<file path="src/design/sqrt_pkg.sv">
package sqrt_pkg;

    // axi4-lite field widths
    typedef logic [4:0]  axil_addr_t;  // byte address, 32 bytes of register space
    typedef logic [31:0] axil_data_t;  // bus word, also holds the operand
    typedef logic [1:0]  axil_resp_t;

    // response codes
    localparam axil_resp_t resp_okay   = 2'b00;
    localparam axil_resp_t resp_slverr = 2'b10;  // unmapped address

    // register map, word aligned
    localparam axil_addr_t reg_ctrl    = 5'h00;  // write only
    localparam axil_addr_t reg_status  = 5'h04;  // read only
    localparam axil_addr_t reg_operand = 5'h08;  // read / write
    localparam axil_addr_t reg_root    = 5'h0C;  // read only
    localparam axil_addr_t reg_remnant = 5'h10;  // read only

    // reg_ctrl bits
    localparam int ctrl_start_bit = 0;
    localparam int ctrl_abort_bit = 1;

    // reg_status bits
    localparam int status_busy_bit  = 0;
    localparam int status_valid_bit = 1;

    // command controller states
    typedef enum logic [1:0] {
        idle,     // waiting for start
        run,      // unit enabled and iterating
        capture   // result latched, enable dropped
    } ctrl_state_t;

    // 2'b11 never reached

endpackage

</file>
<file path="src/design/sqrt_unit.sv">
`timescale 1ns/1ps

// digit-by-digit integer square root
// one root bit per enabled cycle, msb first
module sqrt_unit #(
    parameter int root_width = 16
) (
    input  logic                    clk,
    input  logic                    rst,
    input  logic                    enable,   // held high for the whole calculation
    input  logic                    flush,    // kills the calculation in flight
    input  logic [2*root_width-1:0] src,      // radicand, sampled on the first cycle
    output logic [root_width-1:0]   root,
    output logic [root_width:0]     remnant,  // max is 2*root, needs the extra bit
    output logic                    done
);
    typedef logic [$clog2(root_width):0] count_t;    // must hold root_width itself
    typedef logic [2*root_width-1:0]     operand_t;
    typedef logic [root_width-1:0]       root_t;
    typedef logic [root_width:0]         rem_t;
    typedef logic [root_width+2:0]       trial_t;    // remainder with two new bits below

    count_t   counter_q;   // bits still to retire
    count_t   counter_d;
    operand_t shift_q;     // radicand, consumed two bits at a time from the top
    operand_t shift_d;
    root_t    root_q;
    root_t    root_d;
    rem_t     rem_q;       // partial remainder
    rem_t     rem_d;

    logic       first_iter;
    logic [1:0] pair;       // next two radicand bits
    trial_t     part_rem;
    trial_t     trial;
    trial_t     diff;
    logic       neg;        // trial did not fit

    assign first_iter = counter_q == count_t'(root_width);

    // no load cycle, first pair comes straight from src
    assign pair = first_iter ? src[2*root_width-1 -: 2] : shift_q[2*root_width-1 -: 2];

    always_comb begin
        part_rem = {rem_q, pair};
        trial    = trial_t'({root_q, 2'b01});  // 4*root + 1
        diff     = part_rem - trial;
        neg      = diff[root_width+2];         // sign of the subtraction
    end

    always_comb begin
        if (!enable || flush || counter_q == '0) begin
            // idle, flushed or one cycle past done
            counter_d = count_t'(root_width);
            shift_d   = '0;
            root_d    = '0;
            rem_d     = '0;
        end else begin
            counter_d = counter_q - count_t'(1);
            shift_d   = (first_iter ? src : shift_q) << 2;
            root_d    = {root_q[root_width-2:0], ~neg};            // new lsb
            rem_d     = neg ? part_rem[root_width:0] : diff[root_width:0];
        end
    end

    always_ff @(posedge clk) begin
        if (rst) begin
            counter_q <= count_t'(root_width);
            shift_q   <= '0;
            root_q    <= '0;
            rem_q     <= '0;
        end else begin
            counter_q <= counter_d;
            shift_q   <= shift_d;
            root_q    <= root_d;
            rem_q     <= rem_d;
        end
    end

    assign root    = root_q;
    assign remnant = rem_q;
    assign done    = counter_q == '0;  // valid for exactly one cycle

    // counter only reaches zero through a run of enabled cycles
    done_needs_enable: assert property (
        @(posedge clk) disable iff (rst)
        $rose(done) |-> $past(enable && !flush)
    );

    // a reloaded unit starts from a clean root
    root_clear_at_load: assert property (
        @(posedge clk) disable iff (rst)
        counter_q == count_t'(root_width) |-> root_q == '0
    );

endmodule

</file>
<file path="src/design/sqrt_ctrl.sv">
`timescale 1ns/1ps

// command sequencer around sqrt_unit
module sqrt_ctrl #(
    parameter int root_width = 16
) (
    input  logic                    clk,
    input  logic                    rst,
    input  logic                    start,           // one-cycle pulse from the bus
    input  logic                    abort,           // one-cycle pulse from the bus
    input  sqrt_pkg::axil_data_t    operand,
    output logic                    busy,
    output logic                    result_valid,    // sticky until next start or abort
    output logic [root_width-1:0]   result_root,
    output logic [root_width:0]     result_remnant,
    output logic                    enable,
    output logic                    flush,
    output logic [2*root_width-1:0] src,
    input  logic                    done,
    input  logic [root_width-1:0]   root,
    input  logic [root_width:0]     remnant
);
    sqrt_pkg::ctrl_state_t state;
    sqrt_pkg::ctrl_state_t state_next;

    assign busy = state != sqrt_pkg::idle;

    // abort takes enable away in the same cycle
    assign enable = (state == sqrt_pkg::run) && !abort;
    assign flush  = busy && abort;
    assign src    = operand[2*root_width-1:0];  // upper bits unused below width 16

    always_comb begin
        state_next = state;
        case (state)
            sqrt_pkg::idle:    if (start) state_next = sqrt_pkg::run;  // start while busy dropped
            sqrt_pkg::run:     if (abort) state_next = sqrt_pkg::idle;
                               else if (done) state_next = sqrt_pkg::capture;
            sqrt_pkg::capture: state_next = sqrt_pkg::idle;
            default:           state_next = sqrt_pkg::idle;
        endcase
    end

    always_ff @(posedge clk) begin
        if (rst) begin
            state        <= sqrt_pkg::idle;
            result_valid <= 1'b0;
        end else begin
            state <= state_next;
            if (state == sqrt_pkg::idle && start) begin
                result_valid <= 1'b0;        // old result goes stale
            end else if (busy && abort) begin
                result_valid <= 1'b0;
            end else if (state == sqrt_pkg::run && done) begin
                result_valid <= 1'b1;        // seen during capture
            end
        end
    end

    // unit clears itself right after done, so grab it now
    always_ff @(posedge clk) begin
        if (state == sqrt_pkg::run && done && !abort) begin
            result_root    <= root;
            result_remnant <= remnant;
        end
    end

    no_enable_with_flush: assert property (
        @(posedge clk) disable iff (rst)
        !(enable && flush)
    );

    // valid only comes up together with the capture state
    valid_after_capture: assert property (
        @(posedge clk) disable iff (rst)
        $rose(result_valid) |-> state == sqrt_pkg::capture && $past(state == sqrt_pkg::run && done)
    );

endmodule

</file>
<file path="src/design/axil_regs.sv">
`timescale 1ns/1ps

// axi4-lite slave with the accelerator register map
module axil_regs #(
    parameter int root_width = 16
) (
    input  logic                  clk,
    input  logic                  rst,

    // write address / data / response
    input  logic                  s_axil_awvalid,
    output logic                  s_axil_awready,
    input  sqrt_pkg::axil_addr_t  s_axil_awaddr,
    input  logic                  s_axil_wvalid,
    output logic                  s_axil_wready,
    input  sqrt_pkg::axil_data_t  s_axil_wdata,
    output logic                  s_axil_bvalid,
    input  logic                  s_axil_bready,
    output sqrt_pkg::axil_resp_t  s_axil_bresp,

    // read address / data
    input  logic                  s_axil_arvalid,
    output logic                  s_axil_arready,
    input  sqrt_pkg::axil_addr_t  s_axil_araddr,
    output logic                  s_axil_rvalid,
    input  logic                  s_axil_rready,
    output sqrt_pkg::axil_data_t  s_axil_rdata,
    output sqrt_pkg::axil_resp_t  s_axil_rresp,

    // toward the controller
    output logic                  start,
    output logic                  abort,
    output sqrt_pkg::axil_data_t  operand,
    input  logic                  busy,
    input  logic                  result_valid,
    input  logic [root_width-1:0] result_root,
    input  logic [root_width:0]   result_remnant
);
    logic                 aw_rdy_q;   // shared aw/w ready pulse
    logic                 wr_en;      // write handshake this cycle
    logic                 ar_rdy_q;
    logic                 rd_en;      // read handshake this cycle
    sqrt_pkg::axil_data_t op_q;
    sqrt_pkg::axil_data_t rd_word;

    // exact match on the five word offsets
    function automatic logic addr_mapped(input sqrt_pkg::axil_addr_t addr);
        case (addr)
            sqrt_pkg::reg_ctrl,
            sqrt_pkg::reg_status,
            sqrt_pkg::reg_operand,
            sqrt_pkg::reg_root,
            sqrt_pkg::reg_remnant: return 1'b1;
            default:               return 1'b0;
        endcase
    endfunction

    assign s_axil_awready = aw_rdy_q;
    assign s_axil_wready  = aw_rdy_q;   // both channels taken together
    assign wr_en          = aw_rdy_q && s_axil_awvalid && s_axil_wvalid;

    always_ff @(posedge clk) begin
        if (rst) begin
            aw_rdy_q      <= 1'b0;
            s_axil_bvalid <= 1'b0;
        end else begin
            // one-cycle pulse, blocked while a response is pending
            aw_rdy_q <= s_axil_awvalid && s_axil_wvalid && !s_axil_bvalid && !aw_rdy_q;
            if (wr_en) begin
                s_axil_bvalid <= 1'b1;
            end else if (s_axil_bready) begin
                s_axil_bvalid <= 1'b0;
            end
        end
    end

    always_ff @(posedge clk) begin
        if (wr_en) begin
            s_axil_bresp <= addr_mapped(s_axil_awaddr) ? sqrt_pkg::resp_okay
                                                       : sqrt_pkg::resp_slverr;
        end
    end

    // strobes ignored, whole word replaced
    always_ff @(posedge clk) begin
        if (wr_en && s_axil_awaddr == sqrt_pkg::reg_operand) begin
            op_q <= s_axil_wdata;
        end
    end

    assign operand = op_q;

    // command pulses straight off the handshake
    assign start = wr_en && s_axil_awaddr == sqrt_pkg::reg_ctrl
                   && s_axil_wdata[sqrt_pkg::ctrl_start_bit];
    assign abort = wr_en && s_axil_awaddr == sqrt_pkg::reg_ctrl
                   && s_axil_wdata[sqrt_pkg::ctrl_abort_bit];

    assign s_axil_arready = ar_rdy_q;
    assign rd_en          = ar_rdy_q && s_axil_arvalid;

    always_comb begin
        rd_word = '0;  // ctrl and unmapped read as zero
        case (s_axil_araddr)
            sqrt_pkg::reg_status: begin
                rd_word[sqrt_pkg::status_busy_bit]  = busy;
                rd_word[sqrt_pkg::status_valid_bit] = result_valid;
            end
            sqrt_pkg::reg_operand: rd_word = op_q;
            sqrt_pkg::reg_root:    rd_word = sqrt_pkg::axil_data_t'(result_root);
            sqrt_pkg::reg_remnant: rd_word = sqrt_pkg::axil_data_t'(result_remnant);
            default:               rd_word = '0;
        endcase
    end

    always_ff @(posedge clk) begin
        if (rst) begin
            ar_rdy_q      <= 1'b0;
            s_axil_rvalid <= 1'b0;
        end else begin
            ar_rdy_q <= s_axil_arvalid && !s_axil_rvalid && !ar_rdy_q;
            if (rd_en) begin
                s_axil_rvalid <= 1'b1;
            end else if (s_axil_rready) begin
                s_axil_rvalid <= 1'b0;
            end
        end
    end

    // read payload held until rready
    always_ff @(posedge clk) begin
        if (rd_en) begin
            s_axil_rdata <= rd_word;
            s_axil_rresp <= addr_mapped(s_axil_araddr) ? sqrt_pkg::resp_okay
                                                       : sqrt_pkg::resp_slverr;
        end
    end

    b_hold_until_ready: assert property (
        @(posedge clk) disable iff (rst)
        s_axil_bvalid && !s_axil_bready |=> s_axil_bvalid && $stable(s_axil_bresp)
    );

    r_hold_until_ready: assert property (
        @(posedge clk) disable iff (rst)
        s_axil_rvalid && !s_axil_rready |=>
            s_axil_rvalid && $stable(s_axil_rdata) && $stable(s_axil_rresp)
    );

endmodule

</file>
<file path="src/design/sqrt_accel_top.sv">
`timescale 1ns/1ps

// square-root accelerator, bus slave + controller + iterative unit
module sqrt_accel_top #(
    parameter int root_width = 16  // 2..16, operand fits one bus word
) (
    input  logic                 clk,
    input  logic                 rst,
    input  logic                 s_axil_awvalid,
    output logic                 s_axil_awready,
    input  sqrt_pkg::axil_addr_t s_axil_awaddr,
    input  logic                 s_axil_wvalid,
    output logic                 s_axil_wready,
    input  sqrt_pkg::axil_data_t s_axil_wdata,
    output logic                 s_axil_bvalid,
    input  logic                 s_axil_bready,
    output sqrt_pkg::axil_resp_t s_axil_bresp,
    input  logic                 s_axil_arvalid,
    output logic                 s_axil_arready,
    input  sqrt_pkg::axil_addr_t s_axil_araddr,
    output logic                 s_axil_rvalid,
    input  logic                 s_axil_rready,
    output sqrt_pkg::axil_data_t s_axil_rdata,
    output sqrt_pkg::axil_resp_t s_axil_rresp
);
    // bus side
    logic                    start;
    logic                    abort;
    sqrt_pkg::axil_data_t    operand;
    logic                    busy;
    logic                    result_valid;
    logic [root_width-1:0]   result_root;
    logic [root_width:0]     result_remnant;

    // unit side
    logic                    enable;
    logic                    flush;
    logic [2*root_width-1:0] src;
    logic                    done;
    logic [root_width-1:0]   root;
    logic [root_width:0]     remnant;

    axil_regs #(.root_width(root_width)) axil_regs_inst (.*);

    sqrt_ctrl #(.root_width(root_width)) sqrt_ctrl_inst (
        .clk, .rst, .start, .abort, .operand, .busy, .result_valid,
        .result_root, .result_remnant, .enable, .flush, .src,
        .done, .root, .remnant
    );

    sqrt_unit #(.root_width(root_width)) sqrt_unit_inst (
        .clk, .rst, .enable, .flush, .src, .root, .remnant, .done
    );

endmodule

</file>
<file path="config.mk">
export PLATFORM = sky130hd
export DESIGN_NAME = sqrt_accel_top
export DESIGN_NICKNAME = d
export VERILOG_FILES = /design/src/design/sqrt_pkg.sv /design/src/design/sqrt_unit.sv /design/src/design/sqrt_ctrl.sv /design/src/design/axil_regs.sv /design/src/design/sqrt_accel_top.sv
export SDC_FILE = /design/constraint.sdc
export NUM_CORES = 1
export LEC_CHECK = 0
export BUFFER_PORTS_ARGS = -buffer_cell sky130_fd_sc_hd__buf_4
export CAP_MARGIN = 20
export CORE_AREA = 2 2 109 111
export CTS_BUF_LIST = sky130_fd_sc_hd__clkbuf_8
export DETAILED_ROUTE_END_ITERATION = 8
export DIE_AREA = 0 0 111 113
export HOLD_SLACK_MARGIN = 0.12
export PLACE_DENSITY = 0.84
export SLEW_MARGIN = 20
export SYNTH_ARGS = -nofsm -noshare
export SYNTH_HDL_FRONTEND = slang
export SYNTH_SLANG_ARGS = --single-unit
</file>
<file path="constraint.sdc">
create_clock -name clk -period 8.2 [get_ports clk]
set_input_delay 0.41 -clock clk [delete_from_list [all_inputs] [get_ports clk]]
set_output_delay 0.41 -clock clk [all_outputs]
set_load 0.02 [all_outputs]
</file>
* Word-level counts from Yosys, hierarchy flattened
Cells that the tools add are included.
** Cells by class
- Add/sub/neg operators :: 2
- Multiply operators :: 0
- Divide/modulo/power cells :: 0
- Magnitude comparators :: 0
- Equality and inequality tests :: 12
- Shifts and indexed selects :: 0
- Mux-type cells :: 19
- Bitwise operators :: 1
- Reduce and logical (&&, ||, !) cells :: 37
** Operators with widths (count)
- $pmux W30 S3 :: 1
- $mux W30 :: 1
- $eq A5 B4 Y1 const B :: 4
- $sub A19 B18 Y19 :: 1
- $logic_and A1 B1 Y1 :: 17
- $mux W17 :: 1
- $eq A5 B5 Y1 const B :: 3
- $logic_not A5 Y1 :: 3
- $mux W2 :: 6
- $eq A5 B3 Y1 const B :: 2
- $reduce_or A5 Y1 :: 2
- $mux W1 :: 8
- $pmux W2 S4 :: 1
- $logic_not A1 Y1 :: 6
- $reduce_bool A2 Y1 :: 3
- $sub A5 B1 Y5 const B :: 1
- $pmux W2 S2 :: 1
- $ne A3 B1 Y1 const B :: 1
- $reduce_or A3 Y1 :: 1
- $eq A2 B1 Y1 const B :: 1
- $logic_not A2 Y1 :: 1
- $logic_or A1 B1 Y1 :: 2
- $ne A2 B1 Y1 const B :: 1
- $reduce_and A2 Y1 :: 1
- other kinds (2) :: 2
** Storage, ports and cells
- Flip-flop bits (word level) :: 178
- Latch bits :: 0
- Memory bits (writable) :: 0
- Bits in read-only memories :: 0
- Output and inout port bits :: 41
- Logic and storage cells :: 88
- Memories kept :: 0

* Logic depth before layout (Yosys ltp)
Gate-level depths: netlist of run 1.
- Word-level depth :: 10
- Mapped depth :: 15
- Mapped depth without buffers :: 12

* Modules after synthesis
Synthesis of run 1 repeated with hierarchy kept, for this count alone.
** Unflattened totals
- Cells, all modules :: 644
- Area, all modules :: 7518.5 um^2
** By module, submodules not included
- sqrt_unit :: times used 1, cells each 401, area each 3288.2 um^2
- axil_regs :: times used 1, cells each 164, area each 2832.7 um^2
- sqrt_ctrl :: times used 1, cells each 79, area each 1397.6 um^2

* Least setup slack after synthesis of run 1
OpenSTA, ideal clock, no wires.
- Path type :: reg-to-reg
- Start :: register sqrt_unit_inst.counter_q[0]
- End :: register sqrt_ctrl_inst.result_remnant[0], enable pin
- Setup time :: 0.434 ns
- Arrival time :: 2.987 ns
- Data required time :: 7.766 ns
- Path slack :: 4.779 ns
- Cell stages (with the launch flop) :: 7
- Buffers on the path :: 0
- Period minus slack after synthesis :: 3.421 ns
- Cell sequence :: dfxtp_1 inv_1 ha_1 nand2b_1 or3_1 or3b_1 a21oi_1
** Between the ends
- Longest elaborated chain between the ends :: 3
** Ends and longest elaborated chain
- from (decl) :: line sqrt_unit.sv:23 : count_t counter_q;
- from (signal assigned) :: line sqrt_unit.sv:68 : counter_q <= count_t'(root_width);
- from (signal assigned) :: line sqrt_unit.sv:73 : counter_q <= counter_d;
- $logic_not A5 Y1 :: line sqrt_unit.sv:82 : assign done = counter_q == '0;
- $logic_and A1 B1 Y1 (2 in a row) :: line sqrt_ctrl.sv:62 : if (state == sqrt_pkg::run && done && !abort) begin
- to (signal assigned) :: line sqrt_ctrl.sv:64 : result_remnant <= remnant;
- to (decl) :: line sqrt_ctrl.sv:15 : output logic [root_width:0] result_remnant,
No other way between the ends.
A chain may end at the register's enable or synchronous reset.

* Worst setup path in the final report of run 1
- Start :: register sqrt_unit_inst.counter_q[0]
- End :: register sqrt_unit_inst.rem_q[9] (netlist: sqrt_unit_inst.remnant[9])
** Between the ends
- Longest elaborated chain between the ends :: 4
- Elaborated cells between the ends (all ways) :: 7
- Classes of those cells :: 1 x add/sub; 1 x eq/ne; 2 x mux; 3 x reduce/logical
** Ends and longest elaborated chain
- $eq A5 B5 Y1 :: line sqrt_unit.sv:39 : assign first_iter = counter_q == count_t'(root_width);
- $mux W2 :: line sqrt_unit.sv:42 : assign pair = first_iter ? src[2*root_width-1 -: 2] : shift_q[2*root_width-1 -: 2];
- $sub A19 B18 Y19 :: line sqrt_unit.sv:47 : diff = part_rem - trial;
- $mux W17 :: line sqrt_unit.sv:62 : rem_d = neg ? part_rem[root_width:0] : diff[root_width:0];
- to (signal assigned) :: line sqrt_unit.sv:76 : rem_q <= rem_d;
- to (decl) :: line sqrt_unit.sv:29 : rem_t rem_q;
Parallel ways exist; a longest one is shown, timed or not.

==> results of run 1 <==
==> through the flow <==
step | area, um2 | std cells | utilization [%] | hold slack [ns] | setup WS [ns]
2_1_floorplan | 7107 | 617 | - | 0.4082 | 4.779
3_3_place_gp | 7809 | 819 | 69.28 | 0.4157 | 4.739
3_5_place_dp | 7809 | 819 | 69.28 | 0.4175 | 4.462
4_1_cts | 8199 | 852 | 72.74 | 0.1205 | 4.430
5_1_grt | 8250 | 857 | 73.19 | 0.1202 | 4.169
6_report | 8250 | 857 | 73.19 | 0.1394 | 4.420
==> logic make-up (layout without fill, tap and decap cells) <==
family / count (synthesis) / after routing
buffers and inverters: 70 / 167
other: 1 / 2
AOI/OAI and AO/OA: 133 / 133
xor gates and xnor gates: 14 / 14
adders and majority gates: 19 / 19
and+or+nand+nor: 199 / 199
muxes: 6 / 6
DFF: 174 / 174
==> worst register-to-register path, cell delays in order, from the launching register on <==
cell,delay [ns]
dfxtp_1,0.33
inv_1,0.09
ha_1,0.18
and4bb_1,0.20
buf_4,0.35
mux2i_1,0.20
ha_1,0.25
nand2b_1,0.19
a21oi_2,0.18
o21ai_2,0.11
a2111oi_4,0.41
or3_1,0.63
nand2_1,0.23
o31ai_1,0.32
==> final cells by class <==
| class | count | area share, % |
|---|---|---|
| Inverter | 37 | 1.683 |
| Tap cell | 143 | 2.169 |
| Clock buffer | 21 | 3.503 |
| Timing Repair Buffer | 98 | 9.099 |
| Clock inverter | 11 | 1.107 |
| Multi-Input combinational cell | 373 | 28.21 |
| Sequential cell | 174 | 54.23 |
==> repair_timing <==
action                                  4_1_cts  5_1_grt
endpoints found under the hold margin         1        5
endpoints found under the setup margin        0        0
hold buffers                                  1        5
==> cell usage after synthesis (all sizes together), types with 2 or more instances <==
master and instances:
buf 13, edfxtp 99, o211ai 4, a21oi 62, and2 16, xnor2 9
clkbuf 20, a21o 2, o21ai 29, a222oi 14, inv 37, nor2 42
a221oi 2, a31oi 2, a2111oi 2, nand4 5, nand2b 5, nand3 17
nor2b 2, and3 8, a211oi 2, xor2 5, and3b 2, dfxtp 75
nor4 3, a21boi 2, or3 2, ha 19, o31ai 2, nand2 80
nor3 12, mux2i 5, a22oi 2
==> layer usage <==
| metal | global-route usage [%] | share of wire [%] |
|---|---|---|
| met2 | 42.94 | 50 |
| met1 | 34.18 | 41 |
| met5 | 0 | 0 |
| met4 | 8.000 | 1.7 |
| met3 | 6.320 | 7.5 |
==> cells in the final DEF, fill, tap and decap left out, types with 2 or more instances in the layout <==
cell           instances
a22oi_1                2
clkinvlp_4             4
and2_1                16
nor3_1                11
nand4_1                5
edfxtp_1              99
nand3_2                9
a21oi_2                5
o31ai_1                2
a221oi_1               2
ha_1                  19
clkinv_2               3
o21ai_2                2
nand3_1                8
nor2_1                42
a211oi_1               2
conb_1                 2
nand2b_1               5
xnor2_1                9
a21oi_1               57
nand2_1               79
clkbuf_8              21
a31oi_1                2
or3_1                  2
nor4_1                 2
buf_4                 92
inv_1                 38
mux2i_1                4
o21ai_0               26
nor2b_1                2
dlygate4sd3_1          6
a222oi_1              14
a2111oi_4              2
a21o_1                 2
dfxtp_1               75
o211ai_1               4
and3_1                 8
xor2_1                 5
==> worst max-delay path by stage <==
stage / from / to
after floorplan: sqrt_unit_inst.counter_q[0] / sqrt_ctrl_inst.result_remnant[0]
after global placement: sqrt_unit_inst.counter_q[0] / sqrt_unit_inst.remnant[9]
after detailed placement: sqrt_unit_inst.counter_q[0] / sqrt_unit_inst.remnant[9]
after CTS: sqrt_unit_inst.counter_q[0] / sqrt_unit_inst.remnant[9]
after global routing: sqrt_unit_inst.counter_q[0] / sqrt_unit_inst.remnant[9]
final: sqrt_unit_inst.counter_q[0] / sqrt_unit_inst.remnant[9]
==> flip-flops by register name, summed over array words and instances (netlist names) <==
name / count
axil_regs_inst.operand: 32
axil_regs_inst.s_axil_rdata: 32
sqrt_unit_inst.shift_q: 30
sqrt_ctrl_inst.result_remnant: 17
sqrt_unit_inst.remnant: 17
sqrt_ctrl_inst.result_root: 16
sqrt_unit_inst.root: 16
sqrt_unit_inst.counter_q: 5
sqrt_ctrl_inst.state: 2
axil_regs_inst.s_axil_arready: 1
axil_regs_inst.s_axil_awready: 1
axil_regs_inst.s_axil_bresp: 1
axil_regs_inst.s_axil_bvalid: 1
axil_regs_inst.s_axil_rresp: 1
axil_regs_inst.s_axil_rvalid: 1
sqrt_ctrl_inst.result_valid: 1
==> report_power, final <==
group	internal (mW)	switching (mW)
sequential	0.920	0.00158
clock	0.269	0.291
combinational	0.0244	0.0219
==> flow_summary.json, run 1 <==
{
  "worst_slew_pin_slew_ns": 1.029,
  "yosys.area_share.adder_pct": 3.347,
  "rr_startpoint": "sqrt_unit_inst.counter_q[0]",
  "grt_pass1_vias": 4928,
  "cp_slowest_cell": "or3_1",
  "seqCellArea_mm2": 0.004474,
  "synth_compound_area_share_pct": 12.65,
  "ys_ff_latch": 174,
  "hold_depth": 1,
  "ioPinCount": 90,
  "track_usage_pct": 25.89,
  "synth_cell_types": 59,
  "hold_path_end": "axil_regs_inst.operand[17]",
  "async_flop_share_pct": 0,
  "layout-drive-gt1-share_pct": 20.87,
  "period_needed_ns": 3.780,
  "clk_pin_slew_ns": 0.09,
  "synth_top_family_by_area": "simple AND/OR/NAND/NOR gates",
  "clk-insertion-delay-late_ns": 0.45,
  "fin_total_pwr_mw": 1.527,
  "n_antenna_cell": 0,
  "clock.fmax_mhz": 264.5,
  "end_kind": "flip-flop",
  "grt-ovfl-total": 0,
  "htreeDepth": 4,
  "yosysSeqAreaShare_pct": 62.99,
  "via_per_inst": 5.884,
  "gp_congestion": 0.8731,
  "worstPathRequired_ns": 8.55,
  "synth_top_area_share_pct": 41.85,
  "fin_worst_skew_ns": 0.01382,
  "status": "finished, final reports clean",
  "synthMuxAreaShare_pct": 1.039,
  "multi_input_comb_area_mm2": 0.002327,
  "synth_edf_count": 99,
  "finalSetupViolations": 0,
  "power.density_mw_per_mm2": 185.1,
  "ant_nets": 0,
  "ys_warn_count": 0,
  "grt_antenna_before_repair": 0,
  "grt_pass1_wl_mm": 25.61,
  "vdd_drop_max_mv": 0.2097,
  "hold_class": "input pin to flip-flop",
  "grt_max_degree": 65,
  "die_y_um": 113,
  "syn_to_final_growth_pct": 16.15,
  "path_buf_inv": 2,
  "num_vias": 5043,
  "cp_cell_sequence": "inv_1 -> ha_1 -> and4bb_1 -> buf_4 -> mux2i_1 -> ha_1 -> nand2b_1 -> a21oi_2 -> o21ai_2 -> a2111oi_4 -> or3_1 -> nand2_1 -> o31ai_1",
  "fill_cells": 689,
  "drv_slew": 0,
  "critPathKind": "flip-flop to flip-flop",
  "portBuffers": 87,
  "routed_wl_mm": 15.72,
  "cts_setup_buffers": 0,
  "core_area_mm2": 0.01127,
  "cts_resized": 0,
  "yosys-top-cells-area": "edfxtp_1 (42%), dfxtp_1 (21%), nand2_1 (4.2%)",
  "hp-start": "s_axil_wdata[17]",
  "max-clock-path-buffers": 2,
  "dr.pass1.iters": 6,
  "tritoncts": "built",
  "total_leakage_power_nw": 3.354,
  "cp.depth": 13,
  "slew_headroom_pct": 31.23,
  "final_net_count": 769,
  "dieArea_mm2": 0.01254,
  "maxCapViolCount": 0,
  "die_w_um": 111,
  "arrival_ns": 4.13,
  "syn-instance-count": 616,
  "reg2reg_depth": 13,
  "final_hold_viol_count": 0,
  "crit_fanout": 33,
  "rsz0062_at_grt": "no",
  "initial_core_util_pct": 63.01,
  "hpwl_mm": 10.32,
  "first_iter_violations": 594,
  "synth-simple-area-share_pct": 13.83,
  "drc": 0,
  "netlist_area_mm2": 0.007103,
  "wl_per_cell_um": 18.34,
  "synth_top_area_cell": "edfxtp_1",
  "startpoint_type": "flip-flop",
  "synthFlopType": "edfxtp_1",
  "crit_family": "simple AND/OR/NAND/NOR gates",
  "synth_area_per_cell_um2": 11.53,
  "max_stage_delay_ns": 0.63,
  "row_count": 39,
  "clock-sinks": 174,
  "synth_xor_area_share_pct": 1.726,
  "cp_common_cell": "ha_1",
  "cts_made_buffers": 17,
  "timing.final.crit_share_pct": 46.10,
  "r2r_end": "sqrt_unit_inst.remnant[9]",
  "clock-root-buffer": "clkbuf_8",
  "regToRegSetupSlack_ns": 4.42,
  "tns_ns": 0
}
Power figures use the tool's default switching activity.
==> run 2: changes to the inputs <==
- CORE_AREA: 2 2 109 111 -> 2 2 118 120
- DIE_AREA: 0 0 111 113 -> 0 0 120 122
- PLACE_DENSITY: 0.84 -> 0.76
- clock period: 8.2 -> 3.4 ns (I/O delays scaled with it)
==> flow_summary.json, run 2 (synthesis results as in run 1) <==
{
  "fin_worst_skew_ns": 0.01156,
  "grt_max_degree": 65,
  "netSwitchingPower_mw": 0.8264,
  "end_kind": "flip-flop",
  "clk-insertion-delay-late_ns": 0.46,
  "cts_made_buffers": 17,
  "rr_startpoint": "sqrt_unit_inst.counter_q[0]",
  "startpoint_type": "flip-flop",
  "clk_pin_slew_ns": 0.09,
  "final_net_count": 822,
  "wl_per_cell_um": 17.32,
  "clkPwrFrac_pct": 38.6,
  "drc": 0,
  "period_needed_ns": 3.248,
  "core_area_mm2": 0.01350,
  "cp_common_cell": "ha_1",
  "clock-root-buffer": "clkbuf_8",
  "portBuffers": 87,
  "arrival_ns": 3.60,
  "regToRegSetupSlack_ns": 0.15,
  "layout.cells.non_filler": 947,
  "drv_slew": 0,
  "track_usage_pct": 22.81,
  "max-clock-path-buffers": 2,
  "row_count": 43,
  "dieArea_mm2": 0.01464,
  "status": "finished, final reports clean",
  "n_antenna_cell": 0,
  "clock-sinks": 174,
  "total_leakage_power_nw": 3.600,
  "reg2reg_depth": 13,
  "crit_family": "simple AND/OR/NAND/NOR gates",
  "htreeDepth": 4,
  "dr.pass1.iters": 6,
  "grt_pass1_vias": 5286,
  "finish.instance_area_mm2": 0.008864,
  "num_vias": 5344,
  "vdd_drop_max_mv": 0.2765,
  "die_w_um": 120,
  "intPower_mw": 3.044,
  "rsz0062_at_grt": "yes",
  "cp_cell_sequence": "inv_1 -> ha_1 -> and4bb_1 -> mux2i_1 -> ha_1 -> nand2b_1 -> a21oi_2 -> o21ai_2 -> a2111oi_4 -> buf_4 -> nor3_4 -> o21ai_0 -> and3_1",
  "worstPathRequired_ns": 3.75,
  "initial_core_util_pct": 52.60,
  "syn_to_final_growth_pct": 24.78,
  "power.density_mw_per_mm2": 436.7,
  "tritoncts": "built",
  "grt_antenna_before_repair": 0,
  "finalSetupViolations": 0,
  "routed_wl_mm": 16.40,
  "cp.depth": 13,
  "clock.fmax_mhz": 307.9,
  "switching_share_pct": 21.35,
  "critPathKind": "flip-flop to flip-flop",
  "cp_slowest_cell": "nor3_4",
  "grt-ovfl-total": 0,
  "setup.worst_path.start": "sqrt_unit_inst.counter_q[0]",
  "r2r_end": "sqrt_unit_inst.remnant[1]",
  "max_stage_delay_ns": 0.50,
  "final_hold_viol_count": 0,
  "layout-drive-gt1-share_pct": 21.12,
  "placed_area_mm2": 0.007870,
  "timing.final.crit_share_pct": 95.52,
  "ant_nets": 0,
  "die_y_um": 122,
  "ioPinCount": 90,
  "via_per_inst": 5.643,
  "pwr-share-seq_pct": 57.4,
  "hp-start": "s_axil_araddr[2]",
  "tns_ns": 0,
  "path_buf_inv": 2,
  "final_cell_mix": "buf_4 (103), edfxtp_1 (99), nand2_1 (79), dfxtp_1 (75), a21oi_1 (57)",
  "slew_headroom_pct": 33.84,
  "placedCellCount": 858,
  "endpoint": "sqrt_unit_inst.remnant[1]",
  "combinationalPowerShare_pct": 3.9,
  "worst_slew_pin_slew_ns": 0.9901,
  "hold_class": "input pin to flip-flop",
  "hpwl_mm": 10.15,
  "maxCapViolCount": 0,
  "crit_fanout": 17,
  "gp_congestion": 0.9276,
  "grt_pass1_wl_mm": 25.90,
  "first_iter_violations": 606,
  "final_common_cell": "buf_4"
}
## run 2: changes by cell type in the layout (fill, tap and decap cells not counted), moves of 2 or more
cell	previous run	this run
bufinv_16	1	3
clkinv_2	3	0
buf_4	92	103
clkbuf_8	21	17
inv_6	0	4
dlygate4sd3_1	6	47
clkinv_4	1	4
## run 2: how the worst min path moves through the flow
stage | end | cells after the start
floorplan | sqrt_ctrl_inst.state[1] | 1
global placement | axil_regs_inst.operand[22] | 1
detailed placement | axil_regs_inst.operand[29] | 1
CTS | axil_regs_inst.s_axil_rdata[1] | 3
global route | axil_regs_inst.s_axil_rdata[1] | 3
finish | axil_regs_inst.s_axil_rdata[1] | 3
## run 2: tightest hold or removal path, delay by kind of cell
family                 cells  cell delay (ns)
AOI/OAI and AO/OA          1             0.17
buffers and inverters      1             0.10
and+or+nand+nor            1             0.06
## run 2: repair_timing
action	CTS	global route
endpoints found under the setup margin	0	17
setup buffers	0	10
hold buffers	47	0
gates resized for setup	0	3
hold endpoints to repair	41	0
## run 2: stage by stage
stage	hold WS (ns)	power, mW	util [%]	setup WS, ns
after floorplan	0.2678	2.309	-	0.6390
after global placement	0.3503	2.372	58.28	0.3616
after detailed placement	0.3495	2.375	58.28	0.07972
after CTS	0.1229	3.877	64.88	0.08108
after global routing	0.1417	3.975	65.64	-0.04377
final	0.1580	3.870	65.64	0.1523
## run 2: area by class of cell
cell class,count,area (um2)
multi-input combinational,373,2341
inverter,37,138.9
tap,180,225.2
clock buffer,17,234.0
sequential,174,4474
clock inverter,15,186.4
timing repair buffer,151,1264
fill,939,4641
## run 2: layer usage
layer  vias to the layer above  part of all wire, %  GRT usage, %
met4                         0                  2.3         9.853
met2                       215                   51         39.91
met3                        39                  6.3         5.712
li1                       2479                    -             -
met5                         -                    0             0
met1                      2611                   40         26.67
## run 2: power by group through the flow
stage	sequential (mW)	clock, mW	combinational, mW
global route	2.22	1.59	0.161
finish	2.22	1.50	0.152
floorplan	2.28	0	0.0263
global placement	2.27	0	0.101
detailed placement	2.27	0	0.104
CTS	2.22	1.51	0.147
